$ cat config.mk
export PLATFORM = sky130hd
export DESIGN_NAME = cache_top
export DESIGN_NICKNAME = d
export VERILOG_FILES = /design/src/cache_pkg.sv /design/src/cache_sync_ram.sv /design/src/cache_lookup.sv /design/src/cache_miss.sv /design/src/cache_response.sv /design/src/cache_top.sv
export VERILOG_INCLUDE_DIRS = /design/src
export SDC_FILE = /design/constraint.sdc
export NUM_CORES = 2
export LEC_CHECK = 0
export BUFFER_PORTS_ARGS = -buffer_cell sky130_fd_sc_hd__buf_2
export CAP_MARGIN = 20
export CORE_MARGIN = 10
export CORE_UTILIZATION = 40
export DETAILED_ROUTE_END_ITERATION = 16
export HOLD_SLACK_MARGIN = 0.05
export MAX_ROUTING_LAYER = met4
export PLACE_DENSITY = 0.59
export SLEW_MARGIN = 40
export SYNTH_ARGS = -nofsm -noshare
export SYNTH_HDL_FRONTEND = slang
export SYNTH_SLANG_ARGS = --single-unit
$ cat constraint.sdc
create_clock -name clk_i -period 34.1 [get_ports clk_i]
set_input_delay 3.41 -clock clk_i [delete_from_list [all_inputs] [get_ports clk_i]]
set_output_delay 3.41 -clock clk_i [all_outputs]
set_load 0.01 [all_outputs]
$ cat src/cache_config.svh
/* cache geometry macros
   address field widths derived from the geometry */
`ifndef CACHE_CONFIG_SVH
`define CACHE_CONFIG_SVH

`define CACHE_ADDR_WIDTH 16
`define CACHE_DATA_WIDTH 32
`define CACHE_BLOCK_WORDS 4
`define CACHE_SETS 8
`define CACHE_WAYS 2

// byte address = {tag, index, word, byte}
`define CACHE_MASK_WIDTH (`CACHE_DATA_WIDTH / 8)
`define CACHE_BYTE_OFS_WIDTH $clog2(`CACHE_MASK_WIDTH)
`define CACHE_WORD_OFS_WIDTH $clog2(`CACHE_BLOCK_WORDS)
`define CACHE_OFFSET_WIDTH (`CACHE_BYTE_OFS_WIDTH + `CACHE_WORD_OFS_WIDTH)
`define CACHE_INDEX_WIDTH $clog2(`CACHE_SETS)
`define CACHE_TAG_WIDTH (`CACHE_ADDR_WIDTH - `CACHE_OFFSET_WIDTH - `CACHE_INDEX_WIDTH)
`define CACHE_WAY_WIDTH $clog2(`CACHE_WAYS)

`endif

$ cat src/cache_pkg.sv
/* cache types: address fields, tag and data sets, core request */
`include "cache_config.svh"

package cache_pkg;

  typedef logic [`CACHE_ADDR_WIDTH-1:0]  addr_t;
  typedef logic [`CACHE_DATA_WIDTH-1:0]  word_t;
  typedef logic [`CACHE_MASK_WIDTH-1:0]  mask_t;
  typedef logic [`CACHE_INDEX_WIDTH-1:0] index_t;
  typedef logic [`CACHE_TAG_WIDTH-1:0]   tag_t;
  typedef logic [`CACHE_WAY_WIDTH-1:0]   way_t;

  // one tag entry per way
  typedef struct packed {
    logic valid;
    logic dirty;
    tag_t tag;
  } tag_info_t;

  // lru names the way to replace next
  typedef struct packed {
    way_t                        lru;
    tag_info_t [`CACHE_WAYS-1:0] way;
  } tag_set_t;

  typedef word_t [`CACHE_BLOCK_WORDS-1:0] block_t;
  typedef block_t [`CACHE_WAYS-1:0]       data_set_t;

  typedef struct packed {
    logic  we;
    addr_t addr;
    word_t data;
    mask_t mask;
  } cache_req_t;

endpackage

$ cat src/cache_sync_ram.sv
/* single-port synchronous memory
   registered read that holds its value, per-bit write mask */
`include "cache_config.svh"

module cache_sync_ram #(
  parameter type entry_t = logic,
  parameter int  ELS     = `CACHE_SETS
) (
  input  logic              clk_i,
  input  logic              reset_i,
  input  logic              v_i,
  input  logic              w_i,
  input  cache_pkg::index_t addr_i,
  input  entry_t            data_i,
  input  entry_t            w_mask_i,
  output entry_t            data_o
);

  entry_t mem [ELS];

  // a write leaves data_o on the last read
  always_ff @(posedge clk_i) begin
    if (v_i && w_i) begin
      mem[addr_i] <= (mem[addr_i] & ~w_mask_i) | (data_i & w_mask_i);
    end else if (v_i) begin
      data_o <= mem[addr_i];
    end
  end

  a_addr_known: assert property (
    @(posedge clk_i) disable iff (reset_i)
    v_i |-> !$isunknown(addr_i)
  );

endmodule

$ cat src/cache_lookup.sv
/* first pipeline stage of the data cache
   tag and data memories and the arbitration of their single port */
`include "cache_config.svh"

module cache_lookup (
  input  logic                  clk_i,
  input  logic                  reset_i,
  input  logic                  v_i,
  output logic                  ready_o,
  input  cache_pkg::addr_t      addr_i,
  input  cache_pkg::word_t      data_i,
  input  cache_pkg::mask_t      mask_i,
  input  logic                  we_i,
  output cache_pkg::cache_req_t tl_req_o,
  output cache_pkg::tag_set_t   tl_tags_o,
  output cache_pkg::data_set_t  tl_data_o,
  output logic                  tl_v_o,
  input  logic                  tv_take_i,
  input  logic                  rsp_w_i,
  input  cache_pkg::index_t     rsp_index_i,
  input  cache_pkg::tag_set_t   rsp_tags_i,
  input  cache_pkg::tag_set_t   rsp_tag_mask_i,
  input  cache_pkg::data_set_t  rsp_data_i,
  input  cache_pkg::data_set_t  rsp_data_mask_i,
  input  logic                  miss_w_i,
  input  cache_pkg::index_t     miss_index_i,
  input  cache_pkg::tag_info_t  miss_tags_i,
  input  cache_pkg::block_t     miss_data_i,
  input  cache_pkg::way_t       miss_way_i
);

  logic                        tl_v_r;
  logic                        fresh_r;
  cache_pkg::cache_req_t       tl_req_r;
  logic [`CACHE_INDEX_WIDTH:0] init_cnt_r;
  logic                        init_w;
  logic                        any_w;
  logic                        rd;
  cache_pkg::index_t           tl_index;
  cache_pkg::index_t           ram_addr;
  cache_pkg::tag_set_t         tag_wdata;
  cache_pkg::tag_set_t         tag_wmask;
  cache_pkg::data_set_t        data_wdata;
  cache_pkg::data_set_t        data_wmask;
  cache_pkg::tag_set_t         miss_tag_set;
  cache_pkg::tag_set_t         miss_tag_mask;
  cache_pkg::data_set_t        miss_data_set;
  cache_pkg::data_set_t        miss_data_mask;

  // tags are swept invalid after reset, one set per cycle
  assign init_w   = ~init_cnt_r[`CACHE_INDEX_WIDTH];
  assign any_w    = init_w | rsp_w_i | miss_w_i;
  assign tl_index = tl_req_r.addr[`CACHE_OFFSET_WIDTH +: `CACHE_INDEX_WIDTH];

  // first read and re-read of a held item are the same access
  assign rd       = tl_v_r & ~fresh_r & ~any_w;
  assign tl_v_o   = tl_v_r & fresh_r & ~any_w;
  assign ready_o  = ~any_w & (~tl_v_r | (fresh_r & tv_take_i));
  assign tl_req_o = tl_req_r;

  always_ff @(posedge clk_i) begin
    if (reset_i) begin
      tl_v_r     <= 1'b0;
      fresh_r    <= 1'b0;
      init_cnt_r <= '0;
    end else begin
      if (init_w) begin
        init_cnt_r <= init_cnt_r + 1'b1;
      end
      if (ready_o) begin
        tl_v_r <= v_i;
      end
      // any write may touch the held set
      if (ready_o || any_w) begin
        fresh_r <= 1'b0;
      end else if (rd) begin
        fresh_r <= 1'b1;
      end
    end
  end

  always_ff @(posedge clk_i) begin
    if (ready_o && v_i) begin
      tl_req_r <= '{we: we_i, addr: addr_i, data: data_i, mask: mask_i};
    end
  end

  // fill writes only the chosen way
  always_comb begin
    miss_tag_set  = '0;
    miss_tag_mask = '0;
    for (int w = 0; w < `CACHE_WAYS; w++) begin
      miss_tag_set.way[w]  = miss_tags_i;
      miss_tag_mask.way[w] = (miss_way_i == w) ? '1 : '0;
      miss_data_set[w]     = miss_data_i;
      miss_data_mask[w]    = (miss_way_i == w) ? '1 : '0;
    end
  end

  assign ram_addr   = init_w   ? init_cnt_r[`CACHE_INDEX_WIDTH-1:0] :
                      miss_w_i ? miss_index_i :
                      rsp_w_i  ? rsp_index_i : tl_index;
  assign tag_wdata  = init_w ? '0 : (miss_w_i ? miss_tag_set : rsp_tags_i);
  assign tag_wmask  = init_w ? '1 : (miss_w_i ? miss_tag_mask : rsp_tag_mask_i);
  assign data_wdata = miss_w_i ? miss_data_set : rsp_data_i;
  assign data_wmask = init_w ? '0 : (miss_w_i ? miss_data_mask : rsp_data_mask_i);

  cache_sync_ram #(
    .entry_t(cache_pkg::tag_set_t),
    .ELS    (`CACHE_SETS)
  ) u_tag_ram (
    .clk_i   (clk_i),
    .reset_i (reset_i),
    .v_i     (any_w | rd),
    .w_i     (any_w),
    .addr_i  (ram_addr),
    .data_i  (tag_wdata),
    .w_mask_i(tag_wmask),
    .data_o  (tl_tags_o)
  );

  cache_sync_ram #(
    .entry_t(cache_pkg::data_set_t),
    .ELS    (`CACHE_SETS)
  ) u_data_ram (
    .clk_i   (clk_i),
    .reset_i (reset_i),
    .v_i     (any_w | rd),
    .w_i     (any_w),
    .addr_i  (ram_addr),
    .data_i  (data_wdata),
    .w_mask_i(data_wmask),
    .data_o  (tl_data_o)
  );

  // response and miss engine never write together
  a_one_writer: assert property (
    @(posedge clk_i) disable iff (reset_i)
    !(rsp_w_i && miss_w_i)
  );

endmodule

$ cat src/cache_miss.sv
/* miss engine: victim choice, dirty write-back and block fill
   over the block-transfer memory port */
`include "cache_config.svh"

module cache_miss (
  input  logic                 clk_i,
  input  logic                 reset_i,
  input  logic                 miss_start_i,
  input  cache_pkg::addr_t     miss_addr_i,
  input  cache_pkg::tag_set_t  miss_tags_i,
  input  cache_pkg::data_set_t miss_data_i,
  output logic                 dma_pkt_v_o,
  output logic                 dma_pkt_write_o,
  output cache_pkg::addr_t     dma_pkt_addr_o,
  input  logic                 dma_pkt_yumi_i,
  input  cache_pkg::word_t     dma_data_i,
  input  logic                 dma_data_v_i,
  output logic                 dma_data_ready_o,
  output cache_pkg::word_t     dma_data_o,
  output logic                 dma_data_v_o,
  input  logic                 dma_data_yumi_i,
  output logic                 miss_w_o,
  output cache_pkg::index_t    miss_index_o,
  output cache_pkg::tag_info_t miss_tags_o,
  output cache_pkg::block_t    miss_data_o,
  output cache_pkg::way_t      miss_way_o,
  output logic                 fill_done_o,
  output cache_pkg::way_t      fill_way_o,
  output cache_pkg::block_t    fill_block_o
);

  typedef enum logic [2:0] {
    e_idle,
    e_wb_pkt,
    e_wb_data,
    e_rd_pkt,
    e_rd_data,
    e_fill,
    e_done
  } state_e;

  state_e                           state_r;
  cache_pkg::addr_t                 addr_r;
  cache_pkg::tag_t                  vtag_r;
  cache_pkg::way_t                  way_r;
  cache_pkg::block_t                buf_r;
  logic [`CACHE_WORD_OFS_WIDTH:0]   cnt_r;
  logic [`CACHE_WORD_OFS_WIDTH-1:0] word;
  cache_pkg::way_t                  victim;
  logic                             victim_dirty;
  cache_pkg::index_t                index;
  logic                             last;
  logic                             beat;

  // first invalid way, else the lru way
  always_comb begin
    victim = miss_tags_i.lru;
    for (int w = `CACHE_WAYS - 1; w >= 0; w--) begin
      if (!miss_tags_i.way[w].valid) begin
        victim = cache_pkg::way_t'(w);
      end
    end
  end

  assign victim_dirty = miss_tags_i.way[victim].valid & miss_tags_i.way[victim].dirty;
  assign index = addr_r[`CACHE_OFFSET_WIDTH +: `CACHE_INDEX_WIDTH];
  assign word  = cnt_r[`CACHE_WORD_OFS_WIDTH-1:0];
  assign last  = (cnt_r == `CACHE_BLOCK_WORDS - 1);
  assign beat  = (state_r == e_wb_data && dma_data_yumi_i)
               | (state_r == e_rd_data && dma_data_v_i);

  assign dma_pkt_v_o      = (state_r == e_wb_pkt) | (state_r == e_rd_pkt);
  assign dma_pkt_write_o  = (state_r == e_wb_pkt);
  assign dma_pkt_addr_o   = dma_pkt_write_o
                          ? {vtag_r, index, {`CACHE_OFFSET_WIDTH{1'b0}}}
                          : {addr_r[`CACHE_ADDR_WIDTH-1:`CACHE_OFFSET_WIDTH],
                             {`CACHE_OFFSET_WIDTH{1'b0}}};
  assign dma_data_v_o     = (state_r == e_wb_data);
  assign dma_data_o       = buf_r[word];
  assign dma_data_ready_o = (state_r == e_rd_data);

  assign miss_w_o     = (state_r == e_fill);
  assign miss_index_o = index;
  assign miss_tags_o  = '{valid: 1'b1, dirty: 1'b0,
                          tag: addr_r[`CACHE_ADDR_WIDTH-1 -: `CACHE_TAG_WIDTH]};
  assign miss_data_o  = buf_r;
  assign miss_way_o   = way_r;
  assign fill_done_o  = (state_r == e_done);
  assign fill_way_o   = way_r;
  assign fill_block_o = buf_r;

  always_ff @(posedge clk_i) begin
    if (reset_i) begin
      state_r <= e_idle;
      cnt_r   <= '0;
    end else begin
      if (beat) begin
        cnt_r <= last ? '0 : cnt_r + 1'b1;
      end
      case (state_r)
        e_idle: begin
          if (miss_start_i) begin
            state_r <= victim_dirty ? e_wb_pkt : e_rd_pkt;
          end
        end
        e_wb_pkt: begin
          if (dma_pkt_yumi_i) begin
            state_r <= e_wb_data;
          end
        end
        e_wb_data: begin
          if (beat && last) begin
            state_r <= e_rd_pkt;
          end
        end
        e_rd_pkt: begin
          if (dma_pkt_yumi_i) begin
            state_r <= e_rd_data;
          end
        end
        e_rd_data: begin
          if (beat && last) begin
            state_r <= e_fill;
          end
        end
        e_fill: state_r <= e_done;
        default: state_r <= e_idle;
      endcase
    end
  end

  // one buffer holds the victim block, then the fill words
  always_ff @(posedge clk_i) begin
    if (state_r == e_idle && miss_start_i) begin
      addr_r <= miss_addr_i;
      way_r  <= victim;
      vtag_r <= miss_tags_i.way[victim].tag;
      buf_r  <= miss_data_i[victim];
    end else if (state_r == e_rd_data && dma_data_v_i) begin
      buf_r[word] <= dma_data_i;
    end
  end

  a_cnt_range: assert property (
    @(posedge clk_i) disable iff (reset_i)
    cnt_r < `CACHE_BLOCK_WORDS
  );

endmodule

$ cat src/cache_response.sv
/* second pipeline stage of the data cache
   hit detection, load data, store merge and lru/dirty update */
`include "cache_config.svh"

module cache_response (
  input  logic                  clk_i,
  input  logic                  reset_i,
  input  cache_pkg::cache_req_t tl_req_i,
  input  cache_pkg::tag_set_t   tl_tags_i,
  input  cache_pkg::data_set_t  tl_data_i,
  input  logic                  tl_v_i,
  output logic                  tv_take_o,
  output logic                  v_o,
  output cache_pkg::word_t      data_o,
  input  logic                  yumi_i,
  output logic                  rsp_w_o,
  output cache_pkg::index_t     rsp_index_o,
  output cache_pkg::tag_set_t   rsp_tags_o,
  output cache_pkg::tag_set_t   rsp_tag_mask_o,
  output cache_pkg::data_set_t  rsp_data_o,
  output cache_pkg::data_set_t  rsp_data_mask_o,
  output logic                  miss_start_o,
  output cache_pkg::addr_t      miss_addr_o,
  output cache_pkg::tag_set_t   miss_tags_o,
  output cache_pkg::data_set_t  miss_data_o,
  input  logic                  fill_done_i,
  input  cache_pkg::way_t       fill_way_i,
  input  cache_pkg::block_t     fill_block_i
);

  logic                             tv_v_r;
  logic                             miss_busy_r;
  cache_pkg::cache_req_t            tv_req_r;
  cache_pkg::tag_set_t              tv_tags_r;
  cache_pkg::data_set_t             tv_data_r;
  cache_pkg::tag_t                  tv_tag;
  logic [`CACHE_WORD_OFS_WIDTH-1:0] tv_word;
  logic [`CACHE_WAYS-1:0]           hit;
  logic                             hit_found;
  cache_pkg::way_t                  hit_way;
  logic                             accept;

  assign tv_tag  = tv_req_r.addr[`CACHE_ADDR_WIDTH-1 -: `CACHE_TAG_WIDTH];
  assign tv_word = tv_req_r.addr[`CACHE_BYTE_OFS_WIDTH +: `CACHE_WORD_OFS_WIDTH];

  always_comb begin
    hit_way = '0;
    for (int w = 0; w < `CACHE_WAYS; w++) begin
      hit[w] = tv_tags_r.way[w].valid & (tv_tags_r.way[w].tag == tv_tag);
      if (hit[w]) begin
        hit_way = cache_pkg::way_t'(w);
      end
    end
  end

  assign hit_found    = |hit;
  assign v_o          = tv_v_r & hit_found;
  assign accept       = v_o & yumi_i;
  assign tv_take_o    = ~tv_v_r | accept;
  assign miss_start_o = tv_v_r & ~hit_found & ~miss_busy_r;
  assign data_o       = tv_req_r.we ? '0 : tv_data_r[hit_way][tv_word];

  assign miss_addr_o = tv_req_r.addr;
  assign miss_tags_o = tv_tags_r;
  assign miss_data_o = tv_data_r;

  always_ff @(posedge clk_i) begin
    if (reset_i) begin
      tv_v_r      <= 1'b0;
      miss_busy_r <= 1'b0;
    end else begin
      if (tv_take_o) begin
        tv_v_r <= tl_v_i;
      end
      if (fill_done_i) begin
        miss_busy_r <= 1'b0;
      end else if (miss_start_o) begin
        miss_busy_r <= 1'b1;
      end
    end
  end

  // the filled way is patched in, so the item retires as a hit
  always_ff @(posedge clk_i) begin
    if (tv_take_o && tl_v_i) begin
      tv_req_r  <= tl_req_i;
      tv_tags_r <= tl_tags_i;
      tv_data_r <= tl_data_i;
    end else if (fill_done_i) begin
      tv_tags_r.way[fill_way_i] <= '{valid: 1'b1, dirty: 1'b0, tag: tv_tag};
      tv_data_r[fill_way_i]     <= fill_block_i;
    end
  end

  assign rsp_w_o     = accept;
  assign rsp_index_o = tv_req_r.addr[`CACHE_OFFSET_WIDTH +: `CACHE_INDEX_WIDTH];
  assign rsp_data_o  = {(`CACHE_WAYS * `CACHE_BLOCK_WORDS){tv_req_r.data}};

  // lru points at the way not hit; stores also mark the line dirty
  always_comb begin
    rsp_tags_o                         = tv_tags_r;
    rsp_tag_mask_o                     = '0;
    rsp_tags_o.lru                     = ~hit_way;
    rsp_tag_mask_o.lru                 = '1;
    rsp_tags_o.way[hit_way].dirty      = 1'b1;
    rsp_tag_mask_o.way[hit_way].dirty  = tv_req_r.we;
    rsp_data_mask_o                    = '0;
    for (int b = 0; b < `CACHE_MASK_WIDTH; b++) begin
      rsp_data_mask_o[hit_way][tv_word][8*b +: 8] = {8{tv_req_r.we & tv_req_r.mask[b]}};
    end
  end

  a_single_hit: assert property (
    @(posedge clk_i) disable iff (reset_i)
    tv_v_r |-> $onehot0(hit)
  );

endmodule

$ cat src/cache_top.sv
/* data cache top level
   lookup stage, response stage and miss engine */
module cache_top (
  input  logic                  clk_i,
  input  logic                  reset_i,
  input  logic                  v_i,
  output logic                  ready_o,
  input  cache_pkg::addr_t      addr_i,
  input  cache_pkg::word_t      data_i,
  input  cache_pkg::mask_t      mask_i,
  input  logic                  we_i,
  output logic                  v_o,
  output cache_pkg::word_t      data_o,
  input  logic                  yumi_i,
  output logic                  dma_pkt_v_o,
  output logic                  dma_pkt_write_o,
  output cache_pkg::addr_t      dma_pkt_addr_o,
  input  logic                  dma_pkt_yumi_i,
  input  cache_pkg::word_t      dma_data_i,
  input  logic                  dma_data_v_i,
  output logic                  dma_data_ready_o,
  output cache_pkg::word_t      dma_data_o,
  output logic                  dma_data_v_o,
  input  logic                  dma_data_yumi_i
);

  cache_pkg::cache_req_t tl_req;
  cache_pkg::tag_set_t   tl_tags;
  cache_pkg::data_set_t  tl_data;
  logic                  tl_v;
  logic                  tv_take;
  logic                  rsp_w;
  cache_pkg::index_t     rsp_index;
  cache_pkg::tag_set_t   rsp_tags;
  cache_pkg::tag_set_t   rsp_tag_mask;
  cache_pkg::data_set_t  rsp_data;
  cache_pkg::data_set_t  rsp_data_mask;
  logic                  miss_start;
  cache_pkg::addr_t      miss_addr;
  cache_pkg::tag_set_t   tv_tags;
  cache_pkg::data_set_t  tv_data;
  logic                  miss_w;
  cache_pkg::index_t     miss_index;
  cache_pkg::tag_info_t  miss_tags;
  cache_pkg::block_t     miss_block;
  cache_pkg::way_t       miss_way;
  logic                  fill_done;
  cache_pkg::way_t       fill_way;
  cache_pkg::block_t     fill_block;

  cache_lookup u_lookup (
    .*,
    .tl_req_o       (tl_req),
    .tl_tags_o      (tl_tags),
    .tl_data_o      (tl_data),
    .tl_v_o         (tl_v),
    .tv_take_i      (tv_take),
    .rsp_w_i        (rsp_w),
    .rsp_index_i    (rsp_index),
    .rsp_tags_i     (rsp_tags),
    .rsp_tag_mask_i (rsp_tag_mask),
    .rsp_data_i     (rsp_data),
    .rsp_data_mask_i(rsp_data_mask),
    .miss_w_i       (miss_w),
    .miss_index_i   (miss_index),
    .miss_tags_i    (miss_tags),
    .miss_data_i    (miss_block),
    .miss_way_i     (miss_way)
  );

  cache_response u_response (
    .*,
    .tl_req_i       (tl_req),
    .tl_tags_i      (tl_tags),
    .tl_data_i      (tl_data),
    .tl_v_i         (tl_v),
    .tv_take_o      (tv_take),
    .rsp_w_o        (rsp_w),
    .rsp_index_o    (rsp_index),
    .rsp_tags_o     (rsp_tags),
    .rsp_tag_mask_o (rsp_tag_mask),
    .rsp_data_o     (rsp_data),
    .rsp_data_mask_o(rsp_data_mask),
    .miss_start_o   (miss_start),
    .miss_addr_o    (miss_addr),
    .miss_tags_o    (tv_tags),
    .miss_data_o    (tv_data),
    .fill_done_i    (fill_done),
    .fill_way_i     (fill_way),
    .fill_block_i   (fill_block)
  );

  cache_miss u_miss (
    .*,
    .miss_start_i(miss_start),
    .miss_addr_i (miss_addr),
    .miss_tags_i (tv_tags),
    .miss_data_i (tv_data),
    .miss_w_o    (miss_w),
    .miss_index_o(miss_index),
    .miss_tags_o (miss_tags),
    .miss_data_o (miss_block),
    .miss_way_o  (miss_way),
    .fill_done_o (fill_done),
    .fill_way_o  (fill_way),
    .fill_block_o(fill_block)
  );

endmodule

==> impl_metrics.ini <==
[grt]
grt.overflow.total = 0
grt_start_max_net_pins = 151
grt_usage_pct = 22.85
antenna_found_initial = 47
grt_pass1_wl_um = 538100
grt_pass1_vias = 72030

[yosys]
avgSynthCellArea_um2 = 16.09
synthXorXnorAreaFrac_pct = 0.1411
synthSimpleGateAreaFrac_pct = 7.619
seq_area_frac_synth_pct = 73.79
ys_types = 58
syn_area_mm2 = 0.1242
synth-edff-count = 3042
syn_inst = 7718
async_reset_ff_share_pct = 0
synth_mux_area_share_pct = 11.75
synth-adder-area-share_pct = 0.05038
synth_compound_area_share_pct = 4.378
yosys_warnings = 0
yosys_register_bits = 3056
synth_top_family_by_area = multiplexers
ys.flop_type = edfxtp_1

[setup_path]
crit_chain = xor2_1, nor4_2, and3_4, buf_4, nand2_1, o221ai_1, o21a_1, nor2_1, buf_4, buf_2
cp.required_ns = 30.69
crit_path_max_incr_delay_ns = 0.73
critPathSlowestCell = nor4_2
arrival_ns = 5.31
critical_path.top_delay_family = simple AND/OR/NAND/NOR gates
worst-path-buf-inv = 3
start_kind = register
end_kind = output pin
cp_max_fo = 26
critPathKind = reg -> out
worst-r2r-setup-slack_ns = 26.72
cpMostUsedCell = buf_4

[finish]
layout_commonest_cell = edfxtp_1
fin_area_mm2 = 0.1413
synthToLayoutAreaGrowth_pct = 13.79
fillerInstances = 26440
drive_above_1_share_pct = 16.94
layout_common_cells = 3042 x edfxtp_1, 810 x nand3_1, 749 x nand2_1
fin_nets = 7995

[timing]
post-route-period-util_pct = 25.56
fin_hold_ws_ns = 0.3943
max_freq_ghz = 0.1147
setup_ws_ns = 25.38
slew_headroom_pct = 35.48
finClkSkew_ns = 0.07773
min_period_ns = 8.717
setup_tns_ns = 0
hold_violations = 0
rsz0062_at_grt = no
finalMaxSlewViolations = 0
setup_viol = 0
worst_pin_slew_ns = 0.9679

[pwr]
p_int_uw = 7062
combPwrFrac_pct = 10.4
p_switching_uw = 2177
switching_share_pct = 23.56
pwr-share-clk_pct = 38.5
p_leak_uw = 0.04789
power_density_mw_per_mm2 = 65.39
peakVddDrop_uv = 41.06
power_uw = 9240
p_seq_share_pct = 51.2

[placed_design]
gp_congestion = 0.8393
postPlaceCellArea_mm2 = 0.1304
place_ws_ns = 24.53
dp_hpwl_um = 220300
placement.io_buffers = 171

[clocking]
cts_buffers = 329
cts_setup_buffers = 0
cts-resized-gates = 0
h-tree-depth = 5
clock_sinks = 3056
cts.clk_slew.worst_paths_ns = 0.06
cts.root.buffer_cell = clkbuf_16
cts_tree = built
clk_path_buf_depth = 4
ctsHoldBuffers = 0
clock_latency_ns = 0.91

[die]
dieArea_mm2 = 0.3331
fp-row-count = 204
die_w_um = 577.2
die_h_um = 577.2
design.core.area_mm2 = 0.3088
ios = 178
initial_utilization_pct = 40.21

[flow_run]
max_cap_viol_count = 0

[hold_path]
hp-class = reg -> reg

[drt]
initialDrtViolationCount = 9321
drcViolationCount = 0
wirelength_um = 381900
vias = 73570
ant_nets = 0
route.detailed.wl_per_inst_um = 30.97
vias_per_cell = 5.965
dr.pass1.iters = 8

[run_status]
status = complete, no violations
-- power groups by stage --
stage / sequential [µW] / clock, µW / combinational, µW
2_1_floorplan: 4840 / 0 / 651
3_3_place_gp: 4790 / 0 / 913
3_5_place_dp: 4810 / 0 / 955
4_1_cts: 4730 / 3600 / 960
5_1_grt: 4750 / 3750 / 1050
6_report: 4730 / 3560 / 957
-- stage by stage --
stage                     cells  utilization, %
after floorplan            7721               -
after global placement    11660           42.00
after detailed placement  11680           42.21
after CTS                 12270           45.63
after global routing      12330           45.75
final                     12330           45.75
-- layout make-up --
cell class / count / area [µm²] / area share, %
Timing Repair Buffer: 365 / 2974 / 2.105
Clock inverter: 192 / 1966 / 1.391
Antenna cell: 59 / 147.6 / 0.1045
Sequential cell: 3056 / 91640 / 64.85
Clock buffer: 395 / 8608 / 6.092
Multi-Input combinational cell: 4007 / 30280 / 21.43
Tap cell: 4120 / 5155 / 3.648
Inverter: 139 / 529.3 / 0.3746
-- cells by family (layout without fill, tap and decap cells) --
family | after synthesis | after routing
buffers and inverters | 658 | 1091
XOR/XNOR | 20 | 20
AND/OR/NAND/NOR | 2043 | 2043
other | 1 | 63
flip-flops | 3056 | 3056
AO/OA/AOI/OAI | 890 | 890
adder cells (fa/ha/maj) | 5 | 5
multiplexers | 1045 | 1045
-- Yosys cell counts (12+ instances only) --
cell,count,share of area [%]
nand2_1,772,2.3
a211oi_1,12,0.073
dfxtp_1,14,0.23
mux2_2,151,1.4
inv_1,137,0.41
edfxtp_1,3042,74
buf_1,48,0.15
mux2i_1,579,4.7
o21ai_0,186,0.75
buf_2,82,0.33
o22ai_1,192,0.97
a21oi_1,304,1.2
a221oi_1,138,0.97
nand3b_1,138,0.83
mux4_2,315,5.7
xnor2_1,15,0.11
o221ai_1,16,0.11
and2_1,42,0.21
clkbuf_1,352,1.1
buf_6,29,0.26
nor3_1,12,0.048
nor2_1,220,0.67
nand3_1,813,3.3
-- path summary, 6_finish.rpt --
path | startpoint | cells past startpoint | to
worst max-delay path | u_response.miss_addr_o[8] | 10 | data_o[15]
worst min-delay path | u_lookup.tl_req_o[34] | 0 | u_response.rsp_data_o[30]
worst max register to register | u_response.miss_addr_o[15] | 14 | u_lookup.u_data_ram.mem[7][60]
worst min register to register | u_lookup.tl_req_o[34] | 0 | u_response.rsp_data_o[30]
-- layer usage --
layer  vias to the layer above  track usage [%]  wire [µm]
met2                      4031            35.87     179500
met3                       756            4.109      35970
met4                         0            8.906      16630
li1                      30590                -          -
met5                         -                -          0
met1                     38190            29.73     149800
-- registers in the layout (all words and copies together) (netlist names), 3 cells and up --
register	cells
u_response.miss_data_o	256
u_miss.state_r	3
u_miss.fill_block_o	128
u_lookup.u_tag_ram.data_o	23
u_miss.addr_r	12
u_response.rsp_data_o	32
u_response.miss_tags_o	23
u_miss.vtag_r	9
u_response.tv_req_r	5
u_lookup.u_tag_ram.mem	184
u_lookup.u_data_ram.data_o	256
u_lookup.init_cnt_r	4
u_lookup.tl_req_o	51
u_miss.cnt_r	3
u_response.miss_addr_o	14
u_lookup.u_data_ram.mem	2048
-- worst register-to-register path, stage by stage, from the launching register on --
cell and delay [ns]:
edfxtp_1 0.49, xor2_1 0.24, or4b_1 0.50, or4_1 0.48, buf_4 0.27, nand2_1 0.26
a221o_4 0.75, buf_4 0.76, buf_6 0.65, buf_4 0.81, buf_4 0.77, mux2i_1 0.33
o22ai_1 0.11, a221oi_1 0.37, mux2i_1 0.28
(Power assumes the default switching activity.)
